`config.mk`:
```
export PLATFORM = sky130hd
export DESIGN_NAME = owt_tx_top
export DESIGN_NICKNAME = d
export VERILOG_FILES = /design/src/design/owt_pkg.sv /design/src/design/owt_crc8_serial.sv /design/src/design/owt_line_encoder.sv /design/src/design/owt_tx_arbiter.sv /design/src/design/owt_frame_seq.sv /design/src/design/owt_tx_top.sv
export SDC_FILE = /design/constraint.sdc
export NUM_CORES = 1
export LEC_CHECK = 0
export ABC_AREA = 1
export BUFFER_PORTS_ARGS = -buffer_cell sky130_fd_sc_hd__buf_2
export CAP_MARGIN = 5
export CORE_UTILIZATION = 38
export DETAILED_ROUTE_END_ITERATION = 7
export PLACE_DENSITY_LB_ADDON = 0.12
export SLEW_MARGIN = 20
export SYNTH_ARGS = -nofsm -noshare
export SYNTH_HDL_FRONTEND = slang
export SYNTH_SLANG_ARGS = --single-unit
```
`constraint.sdc`:
```
create_clock -name i_clk -period 2.8 [get_ports i_clk]
set_input_delay 0.28 -clock i_clk [delete_from_list [all_inputs] [get_ports i_clk]]
set_output_delay 0.28 -clock i_clk [all_outputs]
set_load 0.1 [all_outputs]
```
`src/design/owt_pkg.sv`:
```
/*
 * Shared widths, frame constants and types for the one-wire transmitter.
 * Frame layout is fixed: sync head, sync tail, command, optional data,
 * CRC-8 (poly 0x07, init 0, MSB first) and end tail.
 */
package owt_pkg;

    // ======================================================================
    // field widths
    // ======================================================================
    typedef logic [6:0] owt_addr_t;
    typedef logic [7:0] owt_data_t;
    // bit 7 is the write flag, bits 6:0 the address
    typedef logic [7:0] owt_cmd_t;
    typedef logic [7:0] owt_crc_t;

    // ======================================================================
    // frame constants
    // ======================================================================
    // manchester zeros in the sync head
    localparam int OWT_SYNC_BITS = 4;

    // raw slots, shared by sync tail and end tail
    localparam logic [3:0] OWT_TAIL_PATTERN = 4'b1100;
    localparam int OWT_TAIL_SLOTS = $bits(OWT_TAIL_PATTERN);

    // watchdog adc register
    localparam owt_addr_t OWT_ADC_ADDR = 7'h3A;

    localparam owt_crc_t OWT_CRC_POLY = 8'h07;

    localparam logic OWT_RD_FLAG = 1'b0;
    localparam logic OWT_WR_FLAG = 1'b1;

    // ======================================================================
    // sequencer state and bundles
    // ======================================================================
    typedef enum logic [2:0] {
        IDLE,
        SYNC_HEAD,
        SYNC_TAIL,
        CMD,
        DATA,
        CRC,
        END_TAIL
    } owt_seg_e;

    // latched frame contents, 17 bits
    typedef struct packed {
        owt_cmd_t  cmd;
        owt_data_t data;
        logic      has_data;
    } owt_frame_t;

    // one line symbol, a manchester bit or a single raw slot
    typedef struct packed {
        logic value;
        logic manchester;
    } owt_sym_t;

endpackage

```
`src/design/owt_crc8_serial.sv`:
```
/*
 * Bit-serial CRC-8, MSB first, no reflection, zero initial value.
 * Clear wins over shift in the same cycle.
 */
`timescale 1ns/10ps

module owt_crc8_serial
    import owt_pkg::*;
(
    input  logic     i_clk,
    input  logic     i_rst_n,
    input  logic     i_clear,
    input  logic     i_shift,
    input  logic     i_bit,
    output owt_crc_t o_crc
);

    logic feedback;

    assign feedback = i_bit ^ o_crc[7];

    always_ff @(posedge i_clk or negedge i_rst_n) begin
        if (!i_rst_n) begin
            o_crc <= '0;
        end else if (i_clear) begin
            o_crc <= '0;
        end else if (i_shift) begin
            o_crc <= {o_crc[6:0], 1'b0} ^ (feedback ? OWT_CRC_POLY : '0);
        end
    end

endmodule

```
`src/design/owt_line_encoder.sv`:
```
/*
 * Holds each line slot for HALF_BIT_CYC cycles.
 * Manchester symbols take two slots (b then ~b), raw symbols one.
 * Line is low whenever no symbol is valid.
 */
`timescale 1ns/10ps

module owt_line_encoder
    import owt_pkg::*;
#(
    parameter int HALF_BIT_CYC = 12
) (
    input  logic     i_clk,
    input  logic     i_rst_n,
    input  owt_sym_t i_sym,
    input  logic     i_sym_valid,
    output logic     o_sym_done,
    output logic     o_owt_tx
);

    localparam int TW = (HALF_BIT_CYC > 1) ? $clog2(HALF_BIT_CYC) : 1;

    typedef logic [TW-1:0] slot_cnt_t;

    slot_cnt_t slot_cnt;
    logic      slot_end;
    // second manchester half
    logic      phase;

    assign slot_end   = (slot_cnt == slot_cnt_t'(HALF_BIT_CYC - 1));
    assign o_sym_done = i_sym_valid & slot_end & (phase | ~i_sym.manchester);

    always_ff @(posedge i_clk or negedge i_rst_n) begin
        if (!i_rst_n) begin
            slot_cnt <= '0;
            phase    <= 1'b0;
        end else if (!i_sym_valid) begin
            slot_cnt <= '0;
            phase    <= 1'b0;
        end else if (slot_end) begin
            slot_cnt <= '0;
            // next symbol starts on its first half
            phase    <= o_sym_done ? 1'b0 : 1'b1;
        end else begin
            slot_cnt <= slot_cnt + slot_cnt_t'(1);
        end
    end

    assign o_owt_tx = i_sym_valid & (i_sym.value ^ (phase & i_sym.manchester));

endmodule

```
`src/design/owt_tx_arbiter.sv`:
```
/*
 * Grants one request at a time, host first; read wins over write.
 * i_addr and i_data are sampled on the grant only.
 * A new grant is possible in the last cycle of the running frame.
 */
`timescale 1ns/10ps

module owt_tx_arbiter
    import owt_pkg::*;
(
    input  logic       i_clk,
    input  logic       i_rst_n,
    input  logic       i_wr_req,
    input  logic       i_rd_req,
    input  logic       i_adc_req,
    input  owt_addr_t  i_addr,
    input  owt_data_t  i_data,
    input  logic       i_frame_done,
    output logic       o_host_ack,
    output logic       o_adc_ack,
    output logic       o_start,
    output owt_frame_t o_frame
);

    logic busy;
    logic free;
    logic host_req;
    logic host_grant;
    logic adc_grant;
    logic rw_flag;

    assign host_req = i_wr_req | i_rd_req;
    assign rw_flag  = i_rd_req ? OWT_RD_FLAG : OWT_WR_FLAG;

    // the finishing frame frees the line for the next cycle
    assign free       = ~busy | i_frame_done;
    assign host_grant = free & host_req;
    assign adc_grant  = free & i_adc_req & ~host_req;

    always_ff @(posedge i_clk or negedge i_rst_n) begin
        if (!i_rst_n) begin
            busy       <= 1'b0;
            o_host_ack <= 1'b0;
            o_adc_ack  <= 1'b0;
            o_start    <= 1'b0;
        end else begin
            o_host_ack <= host_grant;
            o_adc_ack  <= adc_grant;
            o_start    <= host_grant | adc_grant;
            if (host_grant | adc_grant) begin
                busy <= 1'b1;
            end else if (i_frame_done) begin
                busy <= 1'b0;
            end
        end
    end

    // frame payload, held until the next grant
    always_ff @(posedge i_clk) begin
        if (host_grant) begin
            o_frame.cmd      <= {rw_flag, i_addr};
            o_frame.data     <= i_data;
            o_frame.has_data <= 1'b1;
        end else if (adc_grant) begin
            o_frame.cmd      <= {OWT_RD_FLAG, OWT_ADC_ADDR};
            o_frame.data     <= '0;
            o_frame.has_data <= 1'b0;
        end
    end

endmodule

```
`src/design/owt_frame_seq.sv`:
```
/*
 * Steps through the frame segments and presents one symbol at a time.
 * Advances on i_sym_done; the next symbol follows in the same cycle.
 * DATA is skipped when the frame carries no data byte.
 */
`timescale 1ns/10ps

module owt_frame_seq
    import owt_pkg::*;
(
    input  logic       i_clk,
    input  logic       i_rst_n,
    input  logic       i_start,
    input  owt_frame_t i_frame,
    input  logic       i_sym_done,
    output owt_sym_t   o_sym,
    output logic       o_sym_valid,
    output logic       o_frame_done,
    output owt_cmd_t   o_cmd_lock
);

    owt_seg_e   state;
    owt_seg_e   state_nxt;
    logic [2:0] bit_cnt;
    logic [2:0] last_idx;
    logic [2:0] msb_idx;
    logic [1:0] tail_idx;
    logic       seg_end;
    logic       crc_shift;
    owt_crc_t   crc_val;

    // ======================================================================
    // bit position within the segment
    // ======================================================================
    assign msb_idx  = 3'd7 - bit_cnt;
    assign tail_idx = 2'(OWT_TAIL_SLOTS - 1) - bit_cnt[1:0];

    always_comb begin
        case (state)
            SYNC_HEAD: last_idx = 3'(OWT_SYNC_BITS - 1);
            SYNC_TAIL,
            END_TAIL:  last_idx = 3'(OWT_TAIL_SLOTS - 1);
            default:   last_idx = 3'd7;
        endcase
    end

    assign seg_end = i_sym_done & (bit_cnt == last_idx);

    always_ff @(posedge i_clk or negedge i_rst_n) begin
        if (!i_rst_n) begin
            bit_cnt <= '0;
        end else if ((state == IDLE) || seg_end) begin
            bit_cnt <= '0;
        end else if (i_sym_done) begin
            bit_cnt <= bit_cnt + 3'd1;
        end
    end

    // ======================================================================
    // segment FSM
    // ======================================================================
    always_comb begin
        state_nxt = state;
        case (state)
            IDLE: begin
                if (i_start) begin
                    state_nxt = SYNC_HEAD;
                end
            end
            SYNC_HEAD: begin
                if (seg_end) begin
                    state_nxt = SYNC_TAIL;
                end
            end
            SYNC_TAIL: begin
                if (seg_end) begin
                    state_nxt = CMD;
                end
            end
            CMD: begin
                if (seg_end) begin
                    state_nxt = i_frame.has_data ? DATA : CRC;
                end
            end
            DATA: begin
                if (seg_end) begin
                    state_nxt = CRC;
                end
            end
            CRC: begin
                if (seg_end) begin
                    state_nxt = END_TAIL;
                end
            end
            END_TAIL: begin
                if (seg_end) begin
                    state_nxt = IDLE;
                end
            end
            default: state_nxt = IDLE;
        endcase
    end

    always_ff @(posedge i_clk or negedge i_rst_n) begin
        if (!i_rst_n) begin
            state <= IDLE;
        end else begin
            state <= state_nxt;
        end
    end

    // ======================================================================
    // symbol select
    // ======================================================================
    always_comb begin
        o_sym.value      = 1'b0;
        o_sym.manchester = 1'b1;
        o_sym_valid      = 1'b1;
        case (state)
            SYNC_HEAD: o_sym.value = 1'b0;
            CMD:       o_sym.value = i_frame.cmd[msb_idx];
            DATA:      o_sym.value = i_frame.data[msb_idx];
            CRC:       o_sym.value = crc_val[msb_idx];
            SYNC_TAIL,
            END_TAIL: begin
                o_sym.value      = OWT_TAIL_PATTERN[tail_idx];
                o_sym.manchester = 1'b0;
            end
            default: begin
                o_sym.manchester = 1'b0;
                o_sym_valid      = 1'b0;
            end
        endcase
    end

    // crc takes each command and data bit as its symbol completes
    assign crc_shift = i_sym_done & ((state == CMD) || (state == DATA));

    owt_crc8_serial u_crc8 (
        .i_clk   (i_clk),
        .i_rst_n (i_rst_n),
        .i_clear (i_start),
        .i_shift (crc_shift),
        .i_bit   (o_sym.value),
        .o_crc   (crc_val)
    );

    assign o_frame_done = seg_end & (state == END_TAIL);

    always_ff @(posedge i_clk or negedge i_rst_n) begin
        if (!i_rst_n) begin
            o_cmd_lock <= '0;
        end else if (o_frame_done) begin
            o_cmd_lock <= i_frame.cmd;
        end
    end

endmodule

```
`src/design/owt_tx_top.sv`:
```
/*
 * One-wire bus transmitter, host and watchdog requesters.
 * Requests are levels held until their ack; host has priority.
 * HALF_BIT_CYC sets the clock cycles per line slot.
 */
`timescale 1ns/10ps

module owt_tx_top
    import owt_pkg::*;
#(
    parameter int HALF_BIT_CYC = 12
) (
    input  logic      i_clk,
    input  logic      i_rst_n,
    input  logic      i_wr_req,
    input  logic      i_rd_req,
    input  logic      i_adc_req,
    input  owt_addr_t i_addr,
    input  owt_data_t i_data,
    output logic      o_host_ack,
    output logic      o_adc_ack,
    output logic      o_owt_tx,
    output owt_cmd_t  o_cmd_lock
);

    logic       start;
    owt_frame_t frame;
    logic       frame_done;
    owt_sym_t   sym;
    logic       sym_valid;
    logic       sym_done;

    owt_tx_arbiter u_arbiter (
        .i_clk        (i_clk),
        .i_rst_n      (i_rst_n),
        .i_wr_req     (i_wr_req),
        .i_rd_req     (i_rd_req),
        .i_adc_req    (i_adc_req),
        .i_addr       (i_addr),
        .i_data       (i_data),
        .i_frame_done (frame_done),
        .o_host_ack   (o_host_ack),
        .o_adc_ack    (o_adc_ack),
        .o_start      (start),
        .o_frame      (frame)
    );

    owt_frame_seq u_frame_seq (
        .i_clk        (i_clk),
        .i_rst_n      (i_rst_n),
        .i_start      (start),
        .i_frame      (frame),
        .i_sym_done   (sym_done),
        .o_sym        (sym),
        .o_sym_valid  (sym_valid),
        .o_frame_done (frame_done),
        .o_cmd_lock   (o_cmd_lock)
    );

    owt_line_encoder #(
        .HALF_BIT_CYC (HALF_BIT_CYC)
    ) u_line_encoder (
        .i_clk       (i_clk),
        .i_rst_n     (i_rst_n),
        .i_sym       (sym),
        .i_sym_valid (sym_valid),
        .o_sym_done  (sym_done),
        .o_owt_tx    (o_owt_tx)
    );

endmodule

```
==> results of run 1 <==
[power by group through the flow]
| stage | logic [W] | registers, W | clock network (W) |
|---|---|---|---|
| 6_report | 0.0000310 | 0.000720 | 0.000535 |
| 5_1_grt | 0.0000364 | 0.000721 | 0.000575 |
| 4_1_cts | 0.0000325 | 0.000720 | 0.000549 |
| 3_5_place_dp | 0.0000324 | 0.000735 | 0 |
| 3_3_place_gp | 0.0000318 | 0.000735 | 0 |
| 2_1_floorplan | 0.00000860 | 0.000735 | 0 |
[worst max-delay path, stage by stage, from the launching register on]
cell,delay (ns)
sky130_fd_sc_hd__dfrtp_1,0.47
sky130_fd_sc_hd__inv_1,0.34
sky130_fd_sc_hd__nand2_1,0.10
sky130_fd_sc_hd__nand3_1,0.09
sky130_fd_sc_hd__nand3_1,0.08
sky130_fd_sc_hd__nand3b_1,0.10
sky130_fd_sc_hd__nand2_1,0.08
sky130_fd_sc_hd__nor2_1,0.26
sky130_fd_sc_hd__xor2_2,0.15
sky130_fd_sc_hd__clkbuf_4,0.33
[flip-flops by register name (all words and copies together), names as in the netlist]
register / cells
u_frame_seq.u_crc8.o_crc: 8
u_line_encoder.phase: 1
u_arbiter.o_frame: 17
u_frame_seq.state: 3
u_arbiter.o_start: 1
u_line_encoder.slot_cnt: 4
u_arbiter.o_host_ack: 1
u_arbiter.busy: 1
u_frame_seq.bit_cnt: 3
u_frame_seq.o_cmd_lock: 8
u_arbiter.o_adc_ack: 1
[synthesized netlist by cell type (all sizes together)]
cell type / instances / share of area, %
a21oi: 2 / 0.56
a22oi: 1 / 0.31
buf: 4 / 1.4
dfrtp: 31 / 32
dfxtp: 1 / 0.82
edfxtp: 16 / 20
ha: 2 / 1.0
inv: 59 / 9.1
nand2: 71 / 12
nand3: 32 / 7.6
nand3b: 2 / 0.61
nand4: 1 / 0.87
nor2: 26 / 6.6
nor3: 1 / 0.20
o21ai: 23 / 4.7
o221ai: 1 / 0.36
o22ai: 5 / 1.3
xnor2: 1 / 0.36
xor2: 2 / 0.72
[stage by stage]
| stage | worst slack, ns | hold WS, ns | total power [W] | utilization, % | std cells |
|---|---|---|---|---|---|
| after CTS | 0.1095 | 0.05759 | 0.001302 | 46.16 | 392 |
| after floorplan | 0.3910 | -0.01559 | 0.0007439 | - | 281 |
| after global placement | 0.4472 | 0.4011 | 0.0007670 | 44.16 | 384 |
| after global routing | 0.008211 | 0.09064 | 0.001332 | 46.20 | 392 |
| final | 0.2189 | 0.02971 | 0.001287 | 46.20 | 392 |
| after detailed placement | 0.3864 | 0.3938 | 0.0007676 | 44.16 | 384 |
[cells by family after synthesis]
logic type      Yosys count  share of synthesized area [%]
buf+inv                  63                          10.49
simple gates            133                          27.99
fa+ha+maj                 2                          1.023
compound gates           32                          7.216
flops                    48                          52.20
xor+xnor                  3                          1.075
[metal layers]
layer / vias up / GRT usage (%)
met5: - / 0
met4: 0 / 6.316
met3: 7 / 3.407
met2: 32 / 25.21
met1: 811 / 20.42
li1: 948 / -
[area by class of cell]
type | instances | area share [%]
flip-flops and latches | 48 | 45.58
multi-input cells | 170 | 32.84
inverters | 59 | 7.909
repair buffers | 32 | 5.987
well taps | 75 | 3.351
clock buffers | 6 | 2.949
clock inverters | 2 | 1.385
[worst max-delay path by stage]
stage                      endpoint  depth (start not counted)
3_3_place_gp   u_arbiter.o_frame[7]                         12
4_1_cts                    o_owt_tx                          9
6_report                   o_owt_tx                          9
5_1_grt                    o_owt_tx                          9
3_5_place_dp   u_arbiter.o_frame[7]                         12
2_1_floorplan              o_owt_tx                          9
==> run summary, run 1 <==
* finished, final reports clean — result of the run
* 48 — clk sink count
* 0 ns — Final TNS setup
* 602 — fill cell total of the finished layout
* 7.838 mm — global-route wire length before repair
* u_frame_seq.bit_cnt[0] — first element of the critical path
* 2.4% — proportion of power drawn by combinational gates
* 0 — initial antenna violation count
* 30 — port bufs
* u_arbiter.o_frame[8] — reg-to-reg critical path endpoint
* 41.6% — clock network fraction of total power
* 0 — total congestion overflow
* 0.40 ns — worst setup slack for register-to-register paths
* 2 — total number of H-tree levels
* 1.437 nW — leakage power total
* in -> async — worst hold path class
* 0 — number of buffers added to fix hold violations after cts
* register — Worst Setup Start Kind
* 92.18% — portion of the clock cycle consumed by the worst path in the final layout
* 19.87% — proportion of layout cells with a drive suffix above 1
* 82.21 um — floorplan die width
* 82.21 um — height of the chip
* 0.007682 ns — setup clock skew after layout
* 2800 sq um — cell area after layout
* sky130_fd_sc_hd__nand2_1 — most common cell after layout, fill and taps aside
* 8.701 sq um — post-synthesis average cell area
* 11.55 um — Avg WL per Cell
* 3.331 mm — dpl hpwl
* 0.7351 ns — Tightest Pin Transition
* 387.4 MHz — Achievable Freq
* 2.581 ns — minimum clock period
* 0.0002628 W — NetSw
* 15.67% — GRT Util Overall
* 0 — number of antenna diodes
* 1,798 — routed via count
* reg -> out — start-to-end type of the worst setup path
* 1,761 — vias in the first global route
* 6758 sq um — Die Footprint
* 919.6 sq um — area of the multi-input gates
* 0 — DRC errors left
* 2.302 mm — wire length the detailed router placed on met1
* 0 — Synthesis Warnings
* 303 — Post-Syn Nets
* 0.001024 W — internal power
* 32 — pin count of the biggest net entering global routing
* 2 — number of buffers on the longest clock path
* 0 — max capacitance violation total
* no — unrepaired setup endpoints after global routing
* 0 — hold violation count in the final report
* 94 — number of DRC markers after the initial detailed-route iteration
* 52.20% — share of synthesized area occupied by flip-flops and latches
* u_frame_seq.state[2] — startpoint of the worst-slack reg-to-reg timing path
* 50.99% — Relative slew margins
* 2676 sq um — post-place instance area
* 14.53% — area grow syn2layout
* 48 — synthesis-stage register bit count
* 4.587 — vias per cell
* 2445 sq um — Mapped Area
* 5 — number of buffers inserted during clock tree synthesis
* 163 um — routed length on met3
* 31 — I/O pins
* 4.526 mm — overall routed net length
* met4 — Top Metal Used
* 56.0% — portion of total power attributed to sequential cells
* 0.8551 — gpl congestion
* 2.30 ns — Critical Path AT
* 1.989 mm — Met2 Wirelength
* 2.52 ns — Crit path required time
* 40.34% — starting density of the core
* 0 — quantity of gates resized following cts
* primary output — kind of end point of the critical path
* 14 — crit-path max FO
* 281 — Cells after Synth
* 1276 sq um — flip-flop and latch area
* done — clock tree from TritonCTS
* 0 — number of post-CTS setup repair buffers
* 338 — fin nets
* sky130_fd_sc_hd__clkbuf_8 — CTS Root Buffer Type
* 0.30 ns — clock latency of the later-clocked register in the worst-skew pair
* 0.09 ns — clock transition at the registers of the reported paths
* 0 — number of setup violations in the final report
* 66 x sky130_fd_sc_hd__nand2_1, 55 x sky130_fd_sc_hd__inv_1, 31 x sky130_fd_sc_hd__dfrtp_1 — most frequent cells in the layout
* 20.42% — switching part of the total power
* 29 — Unique masters post-synth
* 6061 sq um — placeable core region
* 12 — Worst R2R Path Depth
* 4 — Detailed Routing Iterations Pass 1
* 28 — count of standard-cell rows
* 459.5 nW/um^2 — areal power density over the cells
* 0 — number of pins exceeding their max-slew limit in the final report
* 209.7 uV — maximum VDD drop
* 0 — number of nets with antenna violations after routing
(Power assumes the default switching activity.)
==> run 2, diff against run 1 <==
--- a/config.mk
+++ b/config.mk
@@ -9,9 +9,11 @@
 export BUFFER_PORTS_ARGS = -buffer_cell sky130_fd_sc_hd__buf_2
 export CAP_MARGIN = 5
 export CORE_UTILIZATION = 38
+export CTS_CLUSTER_SIZE = 28
 export DETAILED_ROUTE_END_ITERATION = 7
 export PLACE_DENSITY_LB_ADDON = 0.12
 export SLEW_MARGIN = 20
 export SYNTH_ARGS = -nofsm -noshare
 export SYNTH_HDL_FRONTEND = slang
+export SYNTH_HIERARCHICAL = 1
 export SYNTH_SLANG_ARGS = --single-unit
==> run 2 against run 1 <==
Power increased by 53%. Clock skew about the same. Largest power group unchanged. Largest cell class unchanged. Die area increased by 2.2%. Flip-flop and latch count unchanged. Routed wire length increased by 15%. Sequential power increased by 11%. Global-route usage increased by 0.34 points. Hold slack got worse by 0.0082 ns. Critical path type unchanged. Non-clock buffer count increased by 7. Fmax decreased by 1.0%. Worst setup slack got worse by 0.026 ns.
==> run summary, run 2 <==
* 26 — Unique masters post-synth, was 29
* 24.10% — proportion of layout cells with a drive suffix above 1, was 19.87%
* 19.53% — area grow syn2layout, was 14.53%
* 17 — max reg flops, unchanged
* 0.001964 W — total power after layout, was 0.001287 W
* 0 — number of setup violations in the final report, unchanged
* 11.90 um — Avg WL per Cell, was 11.55 um
* 988.4 sq um — area of the multi-input gates, was 919.6 sq um
* u_frame_seq/state[1] — startpoint of the worst-slack reg-to-reg timing path, was u_frame_seq.state[2]
* 0 — number of antenna diodes, unchanged
* met4 — Top Metal Used, unchanged
* sky130_fd_sc_hd__nand2_1 — most common cell after layout, fill and taps aside, unchanged
* 0 — initial antenna violation count, unchanged
* sky130_fd_sc_hd__dfrtp_1 31%, sky130_fd_sc_hd__edfxtp_1 19%, sky130_fd_sc_hd__nand2_1 14% — leading cell types by total area after synthesis, was sky130_fd_sc_hd__dfrtp_1 32%, sky130_fd_sc_hd__edfxtp_1 20%, sky130_fd_sc_hd__nand2_1 10%
* 52.18% — Relative slew margins, was 50.99%
* done — clock tree from TritonCTS, unchanged
* 2.527 mm — Met2 Wirelength, was 1.989 mm
* 7.932 sq um — post-synthesis average cell area, was 8.701 sq um
* 0.26 ns — worst setup slack for register-to-register paths, was 0.40 ns
* 0 ns — Final TNS setup, unchanged
* register — Worst Setup Start Kind, unchanged
* sky130_fd_sc_hd__dfrtp_1 — dominant cell type by area after synthesis, unchanged
* 31 — I/O pins, unchanged
* 2 — total number of H-tree levels, unchanged
* 30.6% — clock network fraction of total power, was 41.6%
* finished, final reports clean — result of the run, unchanged
* u_arbiter/o_frame — top register by number of flip-flops, was u_arbiter.o_frame
* 0.50 ns — max incr delay on CP, was 0.47 ns
* 0 — total congestion overflow, unchanged
* 132 — number of DRC markers after the initial detailed-route iteration, was 94
* sky130_fd_sc_hd__clkbuf_8 — CTS Root Buffer Type, unchanged
* 51.08% — share of synthesized area occupied by flip-flops and latches, was 52.20%
* 0 — hold violation count in the final report, unchanged
* 29 — count of standard-cell rows, was 28
* simple AND/OR/NAND/NOR gates — kind of cell with the highest combined delay on the critical path, unchanged
* 5 — number of buffers inserted during clock tree synthesis, unchanged
* 2.33 ns — Critical Path AT, was 2.30 ns
* reg -> out — start-to-end type of the worst setup path, unchanged
* 94 x sky130_fd_sc_hd__nand2_1, 58 x sky130_fd_sc_hd__inv_1, 45 x sky130_fd_sc_hd__nand3_1 — cell types with the highest counts after synthesis, was 66 x sky130_fd_sc_hd__nand2_1, 55 x sky130_fd_sc_hd__inv_1, 31 x sky130_fd_sc_hd__dfrtp_1
* 657.5 nW/um^2 — areal power density over the cells, was 459.5 nW/um^2
* sky130_fd_sc_hd__dfrtp_2 — worst-path cell with the longest stage delay, was sky130_fd_sc_hd__dfrtp_1
* 16 — number of enable flip-flop cells after synthesis, unchanged
* 645 — fill cell total of the finished layout, was 602
* 0.007732 ns — setup clock skew after layout, was 0.007682 ns
* 8.832 mm — global-route wire length before repair, was 7.838 mm
* 382 — fin nets, was 338
* 0.09 ns — clock transition at the registers of the reported paths, about the same
* no — unrepaired setup endpoints after global routing, unchanged
* primary output — kind of end point of the critical path, unchanged
* 6350 sq um — placeable core region, was 6061 sq um
* 3.755 mm — dpl hpwl, was 3.331 mm
* 2,037 — routed via count, was 1,798
* 2.607 ns — minimum clock period, was 2.581 ns
* 5 — Detailed Routing Iterations Pass 1, was 4
* clkinvlp_4 > buf_2 > nand2_1 > nand3_1 > nand3_1 > nand3_1 > nand2_1 > inv_1 > nand2_1 > nand3_1 > nand2_1 > nor2_1 > buf_12 — critical path cell sequence, was inv_1 > nand2_1 > nand3_1 > nand3_1 > nand3b_1 > nand2_1 > nor2_1 > xor2_2 > clkbuf_4
* 1.631 nW — leakage power total, was 1.437 nW
* 93 x sky130_fd_sc_hd__nand2_1, 57 x sky130_fd_sc_hd__inv_1, 44 x sky130_fd_sc_hd__nand3_1 — most frequent cells in the layout, was 66 x sky130_fd_sc_hd__nand2_1, 55 x sky130_fd_sc_hd__inv_1, 31 x sky130_fd_sc_hd__dfrtp_1
* 0 — number of pins exceeding their max-slew limit in the final report, unchanged
* 16.01% — GRT Util Overall, was 15.67%
* 32 — pin count of the biggest net entering global routing, unchanged
* 0 — max capacitance violation total, unchanged
* 0.8930 — gpl congestion, was 0.8551
* 5.213 mm — overall routed net length, was 4.526 mm
* 0.31 ns — clock latency of the later-clocked register in the worst-skew pair, was 0.30 ns
* 2.431 mm — wire length the detailed router placed on met1, was 2.302 mm
* 28.5% — proportion of power drawn by combinational gates, was 2.4%
* 0 — number of nets with antenna violations after routing, unchanged
* 315 — Cells after Synth, was 281
* 30 — port bufs, unchanged
* 40.9% — portion of total power attributed to sequential cells, was 56.0%
* 33.01% — switching part of the total power, was 20.42%
* 438 — post-layout instance count excluding filler cells, was 392
* u_arbiter/o_frame x17, u_frame_seq/o_cmd_lock x8, u_frame_seq/u_crc8/o_crc x8 — largest registers, was u_arbiter.o_frame x17, u_frame_seq.o_cmd_lock x8, u_frame_seq.u_crc8.o_crc x8
* 0.0006483 W — NetSw, was 0.0002628 W
* u_frame_seq/bit_cnt[0] — first element of the critical path, was u_frame_seq.bit_cnt[0]
* 8 — crit-path max FO, was 14
* 64.58% — Synth async-reset ratio, unchanged
* 2 — number of buffers on the longest clock path, unchanged
* 425 — number of placed cells counting well taps, was 384
* 2499 sq um — Mapped Area, was 2445 sq um
* 83.09 um — height of the chip, was 82.21 um
* 93.11% — portion of the clock cycle consumed by the worst path in the final layout, was 92.18%
* 283.1 uV — maximum VDD drop, was 209.7 uV
* 337 — Post-Syn Nets, was 303
* 48 — synthesis-stage register bit count, unchanged
* 1,918 — vias in the first global route, was 1,761
* 2.52 ns — Crit path required time, about the same
* 4 — combined buffer and inverter count along the critical path, was 2
* 31.05% — top-area cell type share of the netlist area, was 31.73%
* 1277 sq um — flip-flop and latch area, was 1276 sq um
* 0.7173 ns — Tightest Pin Transition, was 0.7351 ns
* 48 — clk sink count, unchanged
* 185 um — routed length on met3, was 163 um
* 4.651 — vias per cell, was 4.587
* 383.6 MHz — Achievable Freq, was 387.4 MHz
* 83.09 um — floorplan die width, was 82.21 um
* 6904 sq um — Die Footprint, was 6758 sq um
* in -> async — worst hold path class, unchanged
* 0.02154 ns — worst hold margin, was 0.02971 ns
* sky130_fd_sc_hd__nand2_1 — most common cell in the netlist, unchanged
* 0 — DRC errors left, unchanged
* 6 — Synthesis Warnings, was 0
* 0.001315 W — internal power, was 0.001024 W
* sky130_fd_sc_hd__dfrtp_1 — primary flip-flop cell chosen by synthesis mapping, unchanged
* 39.35% — starting density of the core, was 40.34%
-- run 2: power groups by stage --
stage / registers [W] / logic, W / clock network, W
6_report: 0.000802 / 0.000560 / 0.000601
5_1_grt: 0.000807 / 0.000636 / 0.000649
4_1_cts: 0.000802 / 0.000559 / 0.000620
3_5_place_dp: 0.000816 / 0.000557 / 0
3_3_place_gp: 0.000815 / 0.000559 / 0
2_1_floorplan: 0.000809 / 0.000408 / 0
-- run 2: timing repair --
item	CTS	global route
gates resized for setup	0	7
setup buffers	0	3
setup endpoints to repair	0	18
hold buffers	0	0
-- run 2: area by class of cell --
type	instances	share of cell area (%)
clock inverters	3	2.304
well taps	77	3.226
clock buffers	5	2.304
multi-input cells	200	33.10
repair buffers	39	7.708
inverters	66	8.588
flip-flops and latches	48	42.77
-- run 2: final timing paths --
| kind | end | cells past startpoint |
|---|---|---|
| worst min-delay path | u_frame_seq/u_crc8/o_crc[2] | 1 |
| max in group asynchronous | u_frame_seq/bit_cnt[0] | 1 |
| worst min register to register | u_arbiter/o_frame[0] | 2 |
| worst max register to register | u_arbiter/o_frame[2] | 19 |
| worst max-delay path | o_owt_tx | 13 |
| min in group i_clk | u_arbiter/busy | 3 |
-- run 2: stage by stage --
| step | utilization (%) | worst slack [ns] | area [sq um] |
|---|---|---|---|
| 2_1_floorplan | - | 0.01534 | 2501 |
| 3_3_place_gp | 43.88 | 0.1944 | 2786 |
| 3_5_place_dp | 43.88 | 0.1021 | 2786 |
| 4_1_cts | 46.05 | 0.08261 | 2924 |
| 5_1_grt | 47.03 | 0.003182 | 2987 |
| 6_report | 47.03 | 0.1929 | 2987 |
-- run 2: kinds of logic (layout without fill, tap and decap cells) --
family                   Yosys count  count (layout)  share of synthesized area [%]
AO/OA/AOI/OAI                     13              13                          2.904
buffers and inverters             69             113                          10.97
XOR/XNOR                           1               1                         0.3506
adder cells (fa/ha/maj)            2               2                          1.001
AND/OR/NAND/NOR                  182             184                          33.70
flip-flops                        48              48                          51.08
-- run 2: metal layers --
metal,global-route usage (%),up-vias
met1,20.99,920
met3,3.280,11
li1,-,1065
met5,0,-
met2,26.60,41
met4,5.016,0
